--- config.mk ---
export PLATFORM = sky130hd
export DESIGN_NAME = camera_tracker_top
export DESIGN_NICKNAME = d
export VERILOG_FILES = /design/src/tracker_pkg.sv /design/src/cam_input_sync.sv /design/src/pixel_reconstruct.sv /design/src/chroma_key_mask.sv /design/src/centroid_accumulator.sv /design/src/camera_tracker_top.sv
export VERILOG_INCLUDE_DIRS = /design/src /design/src/src
export SDC_FILE = /design/constraint.sdc
export NUM_CORES = 1
export LEC_CHECK = 0
export BUFFER_PORTS_ARGS = -buffer_cell sky130_fd_sc_hd__buf_2
export CORE_ASPECT_RATIO = 1.75
export CORE_MARGIN = 3
export CORE_UTILIZATION = 57
export DETAILED_ROUTE_END_ITERATION = 16
export PLACE_DENSITY = 0.77
export SYNTH_ARGS = -nofsm -noshare
export SYNTH_HDL_FRONTEND = slang
export SYNTH_HIERARCHICAL = 1
export SYNTH_SLANG_ARGS = --single-unit
--- constraint.sdc ---
create_clock -name clk_camera -period 4.7 [get_ports clk_camera]
set_input_delay 0.94 -clock clk_camera [delete_from_list [all_inputs] [get_ports clk_camera]]
set_output_delay 0.94 -clock clk_camera [all_outputs]
set_load 0.02 [all_outputs]
--- src/tracker_cfg.svh ---
`ifndef TRACKER_CFG_SVH
`define TRACKER_CFG_SVH

// ============================================================================
// camera front end configuration
// ============================================================================

// column count width, enough for 1280 active columns
`define TRACKER_HCOUNT_W 11

// row count width, enough for 720 active rows
`define TRACKER_VCOUNT_W 10

// flip-flops per camera pin before the signal is trusted
`define TRACKER_SYNC_STAGES 2

// fixed ceiling of the green window, 8-bit scale
`define TRACKER_GREEN_CEIL 8'hF0

// fewer player pixels than this and the frame has no usable centroid
`define TRACKER_MIN_PIXELS 16

// width of the coordinate sums and the pixel count
`define TRACKER_SUM_W 32

`endif

--- src/tracker_pkg.sv ---
`default_nettype none

`include "tracker_cfg.svh"

package tracker_pkg;

  // color view of one camera pixel, rgb565
  typedef struct packed {
    logic [4:0] red;
    logic [5:0] green;
    logic [4:0] blue;
  } rgb565_t;

  // byte view of the same word
  // the camera sends the high byte first
  typedef struct packed {
    logic [7:0] first_byte;
    logic [7:0] second_byte;
  } cam_byte_pair_t;

  // written as bytes by the pixel builder, read as colors by the keyer
  typedef union packed {
    rgb565_t        color;
    cam_byte_pair_t bytes;
  } cam_pixel_u;

  // pixel position counts
  typedef logic [`TRACKER_HCOUNT_W-1:0] hcount_t;
  typedef logic [`TRACKER_VCOUNT_W-1:0] vcount_t;

endpackage

`default_nettype wire

--- src/cam_input_sync.sv ---
`default_nettype none

`include "tracker_cfg.svh"

module cam_input_sync (
  input  wire        clk_camera,
  input  wire        recent_reset,
  input  wire  [7:0] cam_data_i,
  input  wire        cam_pclk_i,
  input  wire        cam_hsync_i,
  input  wire        cam_vsync_i,
  output logic [7:0] sync_data_o,
  output logic       pclk_rise_o,
  output logic       sync_hsync_o,
  output logic       sync_vsync_o
);

  localparam int STAGES = `TRACKER_SYNC_STAGES;

  // stage 0 samples the pin, last stage feeds the pipeline
  logic [7:0]        data_sync [STAGES];
  logic [STAGES-1:0] pclk_sync;
  logic [STAGES-1:0] hsync_sync;
  logic [STAGES-1:0] vsync_sync;
  // last synchronized pclk, for the edge detector
  logic              pclk_prev;

  // data bus carries no control meaning, it only needs to settle
  always_ff @(posedge clk_camera) begin
    data_sync[0] <= cam_data_i;
    for (int i = 1; i < STAGES; i++) begin
      data_sync[i] <= data_sync[i-1];
    end
  end

  always_ff @(posedge clk_camera) begin
    if (recent_reset) begin
      pclk_sync   <= '0;
      hsync_sync  <= '0;
      vsync_sync  <= '0;
      pclk_prev   <= 1'b0;
      pclk_rise_o <= 1'b0;
    end else begin
      pclk_sync   <= {pclk_sync[STAGES-2:0], cam_pclk_i};
      hsync_sync  <= {hsync_sync[STAGES-2:0], cam_hsync_i};
      vsync_sync  <= {vsync_sync[STAGES-2:0], cam_vsync_i};
      pclk_prev   <= pclk_sync[STAGES-1];
      // one cycle pulse per camera pixel clock rising edge
      pclk_rise_o <= pclk_sync[STAGES-1] & ~pclk_prev;
    end
  end

  assign sync_data_o  = data_sync[STAGES-1];
  assign sync_hsync_o = hsync_sync[STAGES-1];
  assign sync_vsync_o = vsync_sync[STAGES-1];

endmodule

`default_nettype wire

--- src/pixel_reconstruct.sv ---
`default_nettype none

module pixel_reconstruct (
  input  wire                     clk_camera,
  input  wire                     recent_reset,
  input  wire  [7:0]              sync_data_i,
  input  wire                     pclk_rise_i,
  input  wire                     sync_hsync_i,
  input  wire                     sync_vsync_i,
  output logic                    pix_valid_o,
  output tracker_pkg::cam_pixel_u pix_data_o,
  output tracker_pkg::hcount_t    pix_hcount_o,
  output tracker_pkg::vcount_t    pix_vcount_o,
  output logic                    frame_end_o
);

  import tracker_pkg::*;

  // sync edge history
  logic       hsync_prev;
  logic       vsync_prev;
  logic       line_start;
  logic       line_end;
  logic       frame_start;
  // byte accepted this cycle
  logic       byte_take;
  // high once the first byte of a pair is held
  logic       byte_phase;
  logic [7:0] first_byte;
  // position of the next pixel to come out
  hcount_t    col;
  vcount_t    row;
  logic       pair_done;

  assign line_start  = sync_hsync_i & ~hsync_prev;
  assign line_end    = ~sync_hsync_i & hsync_prev;
  assign frame_start = sync_vsync_i & ~vsync_prev;
  // bytes only count inside an active line and outside vertical sync
  assign byte_take   = pclk_rise_i & sync_hsync_i & ~sync_vsync_i;
  // a line start restarts the phase, so a byte there is always a first byte
  assign pair_done   = byte_take & byte_phase & ~line_start;

  always_ff @(posedge clk_camera) begin
    if (recent_reset) begin
      hsync_prev  <= 1'b0;
      vsync_prev  <= 1'b0;
      byte_phase  <= 1'b0;
      col         <= '0;
      row         <= '0;
      pix_valid_o <= 1'b0;
      frame_end_o <= 1'b0;
    end else begin
      hsync_prev  <= sync_hsync_i;
      vsync_prev  <= sync_vsync_i;
      pix_valid_o <= pair_done;
      frame_end_o <= frame_start;
      if (byte_take) begin
        byte_phase <= ~pair_done;
      end else if (line_start) begin
        byte_phase <= 1'b0;
      end
      // column restarts per line, steps once per finished pixel
      if (line_start) begin
        col <= '0;
      end else if (pair_done) begin
        col <= col + 1'b1;
      end
      // row steps at the end of each line
      if (frame_start) begin
        row <= '0;
      end else if (line_end) begin
        row <= row + 1'b1;
      end
    end
  end

  // pixel word and its position, written through the byte view
  always_ff @(posedge clk_camera) begin
    if (byte_take && !pair_done) begin
      first_byte <= sync_data_i;
    end
    if (pair_done) begin
      pix_data_o.bytes.first_byte  <= first_byte;
      pix_data_o.bytes.second_byte <= sync_data_i;
      pix_hcount_o                 <= col;
      pix_vcount_o                 <= row;
    end
  end

endmodule

`default_nettype wire

--- src/chroma_key_mask.sv ---
`default_nettype none

`include "tracker_cfg.svh"

module chroma_key_mask (
  input  wire                     clk_camera,
  input  wire                     recent_reset,
  input  wire                     pix_valid_i,
  input  wire tracker_pkg::cam_pixel_u pix_data_i,
  input  wire tracker_pkg::hcount_t    pix_hcount_i,
  input  wire tracker_pkg::vcount_t    pix_vcount_i,
  input  wire  [3:0]              green_lower_i,
  input  wire  [1:0]              rb_shift_i,
  output logic                    mask_valid_o,
  output logic                    mask_is_player_o,
  output tracker_pkg::hcount_t    mask_hcount_o,
  output tracker_pkg::vcount_t    mask_vcount_o
);

  import tracker_pkg::*;

  rgb565_t    px;
  // channels on an 8-bit scale
  logic [7:0] red8;
  logic [7:0] green8;
  logic [7:0] blue8;
  logic [7:0] green_floor;
  logic       is_green;

  // same word the builder wrote as bytes, read here as colors
  assign px          = pix_data_i.color;
  assign red8        = {px.red, 3'b000};
  assign green8      = {px.green, 2'b00};
  assign blue8       = {px.blue, 3'b000};
  assign green_floor = {green_lower_i, 4'b0000};

  // green inside its window and dominant over red and blue
  assign is_green = (green8 >= green_floor) &&
                    (green8 <= `TRACKER_GREEN_CEIL) &&
                    (green8 > (red8 >> rb_shift_i)) &&
                    (green8 > (blue8 >> rb_shift_i));

  always_ff @(posedge clk_camera) begin
    if (recent_reset) begin
      mask_valid_o <= 1'b0;
    end else begin
      mask_valid_o <= pix_valid_i;
    end
  end

  // anything not green screen counts as player
  always_ff @(posedge clk_camera) begin
    mask_is_player_o <= ~is_green;
    mask_hcount_o    <= pix_hcount_i;
    mask_vcount_o    <= pix_vcount_i;
  end

endmodule

`default_nettype wire

--- src/centroid_accumulator.sv ---
`default_nettype none

`include "tracker_cfg.svh"

module centroid_accumulator (
  input  wire                  clk_camera,
  input  wire                  recent_reset,
  input  wire                  mask_valid_i,
  input  wire                  mask_is_player_i,
  input  wire tracker_pkg::hcount_t mask_hcount_i,
  input  wire tracker_pkg::vcount_t mask_vcount_i,
  input  wire                  frame_end_i,
  output tracker_pkg::hcount_t com_x_o,
  output tracker_pkg::vcount_t com_y_o,
  output logic                 com_valid_o
);

  import tracker_pkg::*;

  localparam int SUM_W = `TRACKER_SUM_W;
  localparam int HW    = `TRACKER_HCOUNT_W;
  localparam int VW    = `TRACKER_VCOUNT_W;
  localparam int IDX_W = $clog2(HW);

  localparam logic [1:0] ST_IDLE   = 2'd0;
  localparam logic [1:0] ST_DIV_X  = 2'd1;
  localparam logic [1:0] ST_DIV_Y  = 2'd2;
  localparam logic [1:0] ST_FINISH = 2'd3;

  // running sums of the frame being received
  logic [SUM_W-1:0]    acc_x;
  logic [SUM_W-1:0]    acc_y;
  logic [SUM_W-1:0]    acc_n;
  // frame being divided
  logic [SUM_W-1:0]    lat_y;
  logic [SUM_W-1:0]    lat_n;
  logic [SUM_W-1:0]    rem;
  logic [1:0]          state;
  logic [IDX_W-1:0]    bit_idx;
  hcount_t             quo;
  hcount_t             x_res;
  // one restoring step
  logic [SUM_W+HW-1:0] div_shifted;
  logic [SUM_W+HW-1:0] rem_wide;
  logic                fits;
  hcount_t             quo_next;
  logic [SUM_W-1:0]    rem_next;

  // ==========================================================================
  // per-frame accumulation
  // ==========================================================================

  always_ff @(posedge clk_camera) begin
    if (recent_reset) begin
      acc_x <= '0;
      acc_y <= '0;
      acc_n <= '0;
    end else if (frame_end_i) begin
      // new frame starts even if the divider is still busy
      acc_x <= '0;
      acc_y <= '0;
      acc_n <= '0;
    end else if (mask_valid_i && mask_is_player_i) begin
      acc_x <= acc_x + SUM_W'(mask_hcount_i);
      acc_y <= acc_y + SUM_W'(mask_vcount_i);
      acc_n <= acc_n + 1'b1;
    end
  end

  // ==========================================================================
  // shared restoring divider, x then y
  // ==========================================================================

  // the mean is below 2**HW, so only the low quotient bits are worked
  // trial subtract of the count shifted to the current quotient bit
  always_comb begin
    div_shifted = {{HW{1'b0}}, lat_n} << bit_idx;
    rem_wide    = {{HW{1'b0}}, rem};
    fits        = rem_wide >= div_shifted;
    quo_next    = quo;
    rem_next    = rem;
    if (fits) begin
      quo_next[bit_idx] = 1'b1;
      rem_next          = rem - div_shifted[SUM_W-1:0];
    end
  end

  always_ff @(posedge clk_camera) begin
    if (recent_reset) begin
      state       <= ST_IDLE;
      bit_idx     <= '0;
      com_x_o     <= '0;
      com_y_o     <= '0;
      com_valid_o <= 1'b0;
    end else begin
      com_valid_o <= 1'b0;
      case (state)
        ST_IDLE: begin
          // too few pixels, keep the old centroid
          if (frame_end_i && acc_n >= SUM_W'(`TRACKER_MIN_PIXELS)) begin
            state   <= ST_DIV_X;
            bit_idx <= IDX_W'(HW - 1);
          end
        end
        ST_DIV_X: begin
          if (bit_idx == '0) begin
            state   <= ST_DIV_Y;
            bit_idx <= IDX_W'(VW - 1);
          end else begin
            bit_idx <= bit_idx - 1'b1;
          end
        end
        ST_DIV_Y: begin
          if (bit_idx == '0) begin
            state <= ST_FINISH;
          end else begin
            bit_idx <= bit_idx - 1'b1;
          end
        end
        ST_FINISH: begin
          com_x_o     <= x_res;
          com_y_o     <= quo[VW-1:0];
          com_valid_o <= 1'b1;
          state       <= ST_IDLE;
        end
        default: state <= ST_IDLE;
      endcase
    end
  end

  // divider datapath
  always_ff @(posedge clk_camera) begin
    case (state)
      ST_IDLE: begin
        if (frame_end_i) begin
          rem   <= acc_x;
          lat_y <= acc_y;
          lat_n <= acc_n;
          quo   <= '0;
        end
      end
      ST_DIV_X: begin
        rem <= rem_next;
        quo <= quo_next;
        // x done, reload for y
        if (bit_idx == '0) begin
          x_res <= quo_next;
          rem   <= lat_y;
          quo   <= '0;
        end
      end
      ST_DIV_Y: begin
        rem <= rem_next;
        quo <= quo_next;
      end
      default: begin
      end
    endcase
  end

endmodule

`default_nettype wire

--- src/camera_tracker_top.sv ---
`default_nettype none

module camera_tracker_top (
  input  wire                  clk_camera,
  input  wire                  recent_reset,
  input  wire  [7:0]           cam_data_i,
  input  wire                  cam_pclk_i,
  input  wire                  cam_hsync_i,
  input  wire                  cam_vsync_i,
  input  wire  [3:0]           green_lower_i,
  input  wire  [1:0]           rb_shift_i,
  output logic                 pix_valid_o,
  output logic [15:0]          pix_data_o,
  output logic                 mask_valid_o,
  output logic                 pix_is_player_o,
  output tracker_pkg::hcount_t com_x_o,
  output tracker_pkg::vcount_t com_y_o,
  output logic                 com_valid_o
);

  import tracker_pkg::*;

  // ==========================================================================
  // stage wiring
  // ==========================================================================

  // synchronized camera bus
  logic [7:0] sync_data;
  logic       pclk_rise;
  logic       sync_hsync;
  logic       sync_vsync;
  // rebuilt pixels
  logic       pix_valid;
  cam_pixel_u pix_data;
  hcount_t    pix_hcount;
  vcount_t    pix_vcount;
  logic       frame_end;
  // keyed pixels
  logic       mask_valid;
  logic       mask_is_player;
  hcount_t    mask_hcount;
  vcount_t    mask_vcount;

  cam_input_sync u_sync (
    .clk_camera   (clk_camera),
    .recent_reset (recent_reset),
    .cam_data_i   (cam_data_i),
    .cam_pclk_i   (cam_pclk_i),
    .cam_hsync_i  (cam_hsync_i),
    .cam_vsync_i  (cam_vsync_i),
    .sync_data_o  (sync_data),
    .pclk_rise_o  (pclk_rise),
    .sync_hsync_o (sync_hsync),
    .sync_vsync_o (sync_vsync)
  );

  pixel_reconstruct u_pixel (
    .clk_camera   (clk_camera),
    .recent_reset (recent_reset),
    .sync_data_i  (sync_data),
    .pclk_rise_i  (pclk_rise),
    .sync_hsync_i (sync_hsync),
    .sync_vsync_i (sync_vsync),
    .pix_valid_o  (pix_valid),
    .pix_data_o   (pix_data),
    .pix_hcount_o (pix_hcount),
    .pix_vcount_o (pix_vcount),
    .frame_end_o  (frame_end)
  );

  chroma_key_mask u_mask (
    .clk_camera       (clk_camera),
    .recent_reset     (recent_reset),
    .pix_valid_i      (pix_valid),
    .pix_data_i       (pix_data),
    .pix_hcount_i     (pix_hcount),
    .pix_vcount_i     (pix_vcount),
    .green_lower_i    (green_lower_i),
    .rb_shift_i       (rb_shift_i),
    .mask_valid_o     (mask_valid),
    .mask_is_player_o (mask_is_player),
    .mask_hcount_o    (mask_hcount),
    .mask_vcount_o    (mask_vcount)
  );

  centroid_accumulator u_centroid (
    .clk_camera       (clk_camera),
    .recent_reset     (recent_reset),
    .mask_valid_i     (mask_valid),
    .mask_is_player_i (mask_is_player),
    .mask_hcount_i    (mask_hcount),
    .mask_vcount_i    (mask_vcount),
    .frame_end_i      (frame_end),
    .com_x_o          (com_x_o),
    .com_y_o          (com_y_o),
    .com_valid_o      (com_valid_o)
  );

  // pixel tap for observing the stream
  assign pix_valid_o     = pix_valid;
  assign pix_data_o      = pix_data;
  assign mask_valid_o    = mask_valid;
  assign pix_is_player_o = mask_is_player;

endmodule

`default_nettype wire

# --- Yosys cells after proc, flatten, opt, wreduce, memory -nomap -nowiden ---
# Memories as Yosys holds them, arrays and structs flattened.
# Cells that the tools add are included.
classes:
  n_addsub: 7
  n_lt_le_gt_ge: 8
  n_eq_ne: 8
  shift: 3
  n_mux: 21
  n_bitwise: 17
  reduce_logical: 20
ops:
  columns: ["op", "n"]
  rows:
  - ["32-bit 2-to-1 mux", 3]
  - ["32-bit one-hot mux with 3 select lines", 1]
  - ["32-bit by 43-bit >= comparator with 1-bit output", 1]
  - ["32-bit by 4-bit << shifter with 43-bit output", 1]
  - ["11-bit 2-to-1 mux", 3]
  - ["11-bit one-hot mux with 3 select lines", 1]
  - ["32-bit by 1-bit adder with 32-bit output (second input constant)", 1]
  - ["32-bit by 10-bit adder with 32-bit output", 1]
  - ["32-bit by 11-bit adder with 32-bit output", 1]
  - ["32-bit by 5-bit >= comparator with 1-bit output (second input constant)", 1]
  - ["32-bit subtractor", 1]
  - ["8-bit greater-than comparator", 2]
  - ["8-bit by 2-bit right shift with 8-bit output", 2]
  - ["4-bit 2-to-1 mux", 3]
  - ["4-bit one-hot mux with 3 select lines", 1]
  - ["11-bit by 1-bit adder with 11-bit output (second input constant)", 1]
  - ["11-bit OR", 1]
  - ["10-bit by 1-bit adder with 10-bit output (second input constant)", 1]
  - ["1-bit bitwise AND", 8]
  - ["8-bit >= comparator", 1]
  - ["8-bit less-or-equal comparator (second input constant)", 1]
  - ["1-bit inverter", 8]
  - ["2-bit one-hot mux with 4 select lines", 1]
  - ["1-bit logical AND", 7]
  - ["18 further kinds", 32]
totals:
  ff_bits: 344
  ram_bits: 16
  in_bits: 19
  output_inout_bits: 41
  memories: 1
memory_table:
  columns: ["memory", "depth", "word_bits", "rd", "rd_clocked_by_memory_dff", "wr", "line_no", "rtl"]
  rows:
  - ["u_sync.data_sync", 2, 8, 2, 0, 2, "cam_input_sync.sv:21", "logic [7:0] data_sync [STAGES];"]

# --- Longest topological paths before layout ---
depth:
  ltp_word: 8
  mapped_depth: 22

# --- Cells and area by module ---
# Netlist, hierarchy kept.
by_module_without_submodules:
  columns: ["module", "n_inst", "cells_per_inst", "area_each_um2", "seq_area_each_um2"]
  rows:
  - ["centroid_accumulator", 1, 1506, 13987.2, 6025.8]
  - ["pixel_reconstruct", 1, 174, 2508.7, 1871.8]
  - ["chroma_key_mask", 1, 102, 1064.8, 460.4]
  - ["cam_input_sync", 1, 40, 596.8, 480.5]

# --- Least setup slack after synthesis ---
# OpenSTA, ideal clock, no wires.
synth_timing:
  path_kind: "reg2reg"
  startpoint: "register u_centroid.bit_idx[1]"
  endpoint: "register u_centroid.rem[30] (data pin)"
  setup_time_ns: 0.261
  arrival_time_ns: 4.410
  slack_ns: 0.029
  path_stages_with_launch: 20
  synth_period_minus_slack_ns: 4.671
  path_cell_list: "dfxtp_1 -> buf_2 -> buf_2 -> buf_2 -> buf_1 -> buf_2 -> mux4_2 -> mux2_2 -> o21ai_0 -> ha_1 -> clkbuf_1 -> a211oi_1 -> o21a_1 -> nor3_1 -> a221oi_1 -> a211oi_1 -> o21ai_0 -> a31oi_1 -> xor2_1 -> a221o_1"
synth_between:
  elab_chain_len: 5
  word_cells_on_any_way: 7
  cone_classes: "1 x add/sub; 1 x order compare; 1 x shift; 3 x mux; 1 x reduce/logical"
synth_rtl:
  columns: ["element", "line_no", "rtl"]
  rows:
  - ["start: declaration", "centroid_accumulator.sv:39", "logic [IDX_W-1:0] bit_idx;"]
  - ["start signal: assignment", "centroid_accumulator.sv:102", "bit_idx <= IDX_W'(HW - 1);"]
  - ["start signal: assignment", "centroid_accumulator.sv:108", "bit_idx <= IDX_W'(VW - 1);"]
  - ["start signal: assignment", "centroid_accumulator.sv:110", "bit_idx <= bit_idx - 1'b1;"]
  - ["32-bit by 4-bit << shifter with 43-bit output", "centroid_accumulator.sv:77", "div_shifted = {{HW{1'b0}}, lat_n} << bit_idx;"]
  - ["32-bit by 43-bit >= comparator with 1-bit output / 32-bit subtractor (equally long branches)", "centroid_accumulator.sv:79, centroid_accumulator.sv:84", null]
  - ["32-bit 2-to-1 mux", "centroid_accumulator.sv:82", "if (fits) begin"]
  - ["32-bit 2-to-1 mux", "centroid_accumulator.sv:146", "if (bit_idx == '0) begin"]
  - ["32-bit one-hot mux with 3 select lines *", "centroid_accumulator.sv:133", "case (state)"]
  - ["end signal: assignment", "centroid_accumulator.sv:143", "rem <= rem_next;"]
  - ["end signal: assignment", "centroid_accumulator.sv:148", "rem <= lat_y;"]
  - ["end signal: assignment", "centroid_accumulator.sv:153", "rem <= rem_next;"]
  - ["end: declaration", "centroid_accumulator.sv:37", "logic [SUM_W-1:0] rem;"]
# Mark *: on every way between the ends. The rest lies on a longest branch, timed or not.
# A chain may end at the register's enable or synchronous reset.

# --- Final worst setup path ---
layout_timing:
  startpoint: "register u_centroid.bit_idx[1]"
  endpoint: "register u_centroid.rem[0] (data pin)"
# The elaborated chain is that of the path after synthesis.

==> impl_metrics.yaml <==
place:
  pre_cts_ws_ns: 0.0207
  place_congestion: 1.04
  dp_hpwl_um: 33400
  io_buffers: 59
finish:
  drive_gt1_share_pct: 12.0
  final_common_cell: "nor2_1"
  fin_util_pct: 65.0
  num_antenna_cells: 0
  area_delta_synth_final_pct: 11.2
  nets: 1983
  layout_common_cells: "nor2_1, dfxtp_1, nand2_1"
  fillers: 2388
setup_path:
  critPathMostFrequentCell: "o21ai_0"
  timing.rr.end: "u_centroid/rem[0]$_DFFE_PP_"
  start_kind: "register"
  crit_type: "register to register"
  rrSetupSlack_ns: 0.18
  cp-end-kind: "register"
  reg2reg_from: "u_centroid/bit_idx[1]$_SDFFE_PP0P_"
  slowest_delay_ns: 0.47
  r2r.worst_path.cells: 15
  worst_path_max_delay_cell: "dfxtp_2"
  cp_data_required_time_ns: 5.08
  path_cells: "mux2_2 -> o21ai_0 -> o21ai_0 -> o21ai_0 -> buf_4 -> ha_1 -> nand4_1 -> nor3_2 -> a41o_1 -> a211o_1 -> o221ai_1 -> a221oi_4 -> buf_12 -> mux2_2 -> o21ai_0"
  cp.arrival_ns: 4.90
  crit_path_max_fanout: 22
sta:
  slew_violations: 0
  worst_pin_slew_ns: 1.10
  fin_tns_setup_ns: 0
  slew_headroom_pct: 25.6
  setup_viol: 0
  hold_viol: 0
  hold_ws_ns: 0.329
  fin_crit_ns: 4.52
  worst_slack_ns: 0.181
  finClkSkew_ns: 0.0169
  timing.final.crit_share_pct: 96.1
  fmax_mhz: 221
global_routing:
  grt_pass1_vias: 14100
  antenna_found_initial: 0
  overflow: 0
  grt_max_degree: 69
  grt_use_total_pct: 26.4
  grt_pass1_wl_um: 72300
power_and_ir_drop:
  pwr-share-comb_pct: 3.1
  ir_drop_mv: 0.508
  pwr-share-clk_pct: 46.0
  powerDensity_mw_per_mm2: 320
  switchingPower_w: 0.00135
  switching_share_pct: 20.8
  p_leak_nw: 7.51
  p_int_w: 0.00512
  p_seq_share_pct: 50.9
synthesis:
  synth_warnings: 6
  ys_seq_area_share_pct: 48.7
  synthesis.area_mm2: 0.0182
  async_reset_ff_share_pct: 0
  ys_ff_latch: 360
  synthesis.nets: 1926
  synth_edf_count: 163
  syn_inst: 1822
  ys_types: 71
  syn_area_per_cell_um2: 9.97
  ys.flop_type: "dfxtp_1"
route:
  drt_pass1_iterations: 7
  drc: 0
  ant_nets: 0
  drt_iter0_drc: 896
  routed_wl_um: 45500
  dr_total_vias: 13900
  detail_route.wl_per_cell_um: 19.8
  drt-vias-per-instance: 6.06
worst_hold_path:
  holdPathEnd: "u_sync/data_sync[0][8]$_DFF_P_"
  hold_path_class: "register to register"
  holdCritStartpoint: "u_sync/data_sync[0][0]$_DFF_P_"
  whs_path_depth: 0
die:
  placementRows: 85
  initial_utilization_pct: 58.5
  io_pins: 60
  die_h_um: 242
  die_w_um: 141
  dieArea_mm2: 0.0341
  design.core.area_mm2: 0.0311
clock_network:
  cts_sinks: 360
  cts_buffer_depth: 3
  cts_tree: "built"
  h-tree-depth: 2
  cts_buffers: 34
  cts.clk_slew.worst_paths_ns: 0.07
  root_buffer: "clkbuf_16"
  clk_latency_ns: 0.54
status:
  outcome: "finished, final reports clean"
run:
  cap_violations: 0
## metal layers
| metal | vias to the layer above | track usage [%] | part of all wire, % |
|---|---|---|---|
| met5 | - | 0 | 0 |
| met4 | 0 | 19.8 | 8.5 |
| met3 | 185 | 3.32 | 4.0 |
| met2 | 440 | 49.0 | 53 |
| met1 | 6657 | 26.1 | 34 |
| li1 | 6639 | - | - |
## cells by family after synthesis
group	after synthesis	synth area share, %
muxes	121	7.70
buffers and inverters	144	3.60
DFF	360	48.7
xor gates and xnor gates	120	5.79
AOI/OAI and AO/OA	356	12.3
and+or+nand+nor	636	16.0
adders and majority gates	85	5.98
## repair_timing
action / in CTS / in global routing
endpoints found under the setup margin: 2 / 48
hold buffers: 0 / 0
resized for setup: 2 / 6
pin swaps: 0 / 1
buffers inserted: 0 / 0
## flip-flops by register name (all words and copies together), names as in the netlist, 4 cells and up
signal / count
u_centroid/acc_n: 32
u_centroid/acc_x: 32
u_centroid/acc_y: 32
u_centroid/lat_n: 32
u_centroid/lat_y: 32
u_centroid/rem: 32
u_pixel/pix_data_o: 16
u_sync/data_sync: 16
u_centroid/com_x_o: 11
u_centroid/quo: 11
u_centroid/x_res: 11
u_mask/mask_hcount_o: 11
u_pixel/col: 11
u_pixel/pix_hcount_o: 11
u_centroid/com_y_o: 10
u_mask/mask_vcount_o: 10
u_pixel/pix_vcount_o: 10
u_pixel/row: 10
u_pixel/first_byte: 8
u_centroid/bit_idx: 4
## synthesized netlist by cell type, types with 12 or more instances
library cell / n / area (um2)
a211oi_1: 20 / 150
a21o_1: 25 / 188
a21oi_1: 101 / 505
a31oi_1: 21 / 131
and3_1: 20 / 125
buf_1: 12 / 45.0
buf_2: 12 / 60.1
clkbuf_1: 47 / 176
dfxtp_1: 197 / 3940
edfxtp_1: 163 / 4890
ha_1: 82 / 1030
inv_1: 54 / 203
mux2_2: 19 / 214
mux2i_1: 89 / 891
mux4_2: 13 / 293
nand2_1: 187 / 702
nand3_1: 48 / 240
nand4_1: 27 / 169
nor2_1: 217 / 815
nor2b_1: 25 / 156
nor3_1: 45 / 225
o21a_1: 12 / 90.1
o21ai_0: 108 / 541
or3_1: 14 / 87.6
xnor2_1: 70 / 613
xor2_1: 50 / 438
## critical path, delay by kind of cell, from the launching register on
family	cells	cell delay, ns
buf+inv	2	0.42
flops	1	0.47
compound gates	8	1.76
fa+ha+maj	1	0.32
mux	2	0.74
simple gates	2	0.61
## stage by stage
stage,total power [W],cells,cell area [um2]
after global routing,0.00665,2296,20200
after CTS,0.00651,2296,20200
after detailed placement,0.00356,2234,18900
after floorplan,0.00350,1822,18200
final,0.00647,2296,20200
after global placement,0.00356,2234,18900
## power groups by stage
stage / clock network [W] / logic, W / registers, W
after floorplan: 0 / 0.000148 / 0.00336
after global placement: 0 / 0.000194 / 0.00336
after detailed placement: 0 / 0.000197 / 0.00336
after CTS: 0.00302 / 0.000198 / 0.00329
after global routing: 0.00313 / 0.000220 / 0.00329
final: 0.00298 / 0.000201 / 0.00329
## worst max-delay path by stage
stage                     slack (ns)                           end                               start
after floorplan                 0.03  u_centroid/rem[30]$_DFFE_PP_  u_centroid/bit_idx[1]$_SDFFE_PP0P_
after global placement          0.13   u_centroid/rem[0]$_DFFE_PP_  u_centroid/bit_idx[0]$_SDFFE_PP0P_
after detailed placement        0.02   u_centroid/rem[1]$_DFFE_PP_  u_centroid/bit_idx[0]$_SDFFE_PP0P_
after CTS                       0.06   u_centroid/rem[0]$_DFFE_PP_  u_centroid/bit_idx[0]$_SDFFE_PP0P_
after global routing          -0.006   u_centroid/rem[0]$_DFFE_PP_  u_centroid/bit_idx[0]$_SDFFE_PP0P_
final                           0.18   u_centroid/rem[0]$_DFFE_PP_  u_centroid/bit_idx[1]$_SDFFE_PP0P_
## final cells by class
cell class	count	area (um2)	area share [%]
multi-input cells	1318	8710	43.1
flip-flops and latches	360	8840	43.8
inverters	56	210	1.04
well taps	391	489	2.42
repair buffers	109	708	3.51
clock inverters	17	241	1.20
clock buffers	45	986	4.88
No activity file was read; power rests on OpenSTA's default activity.
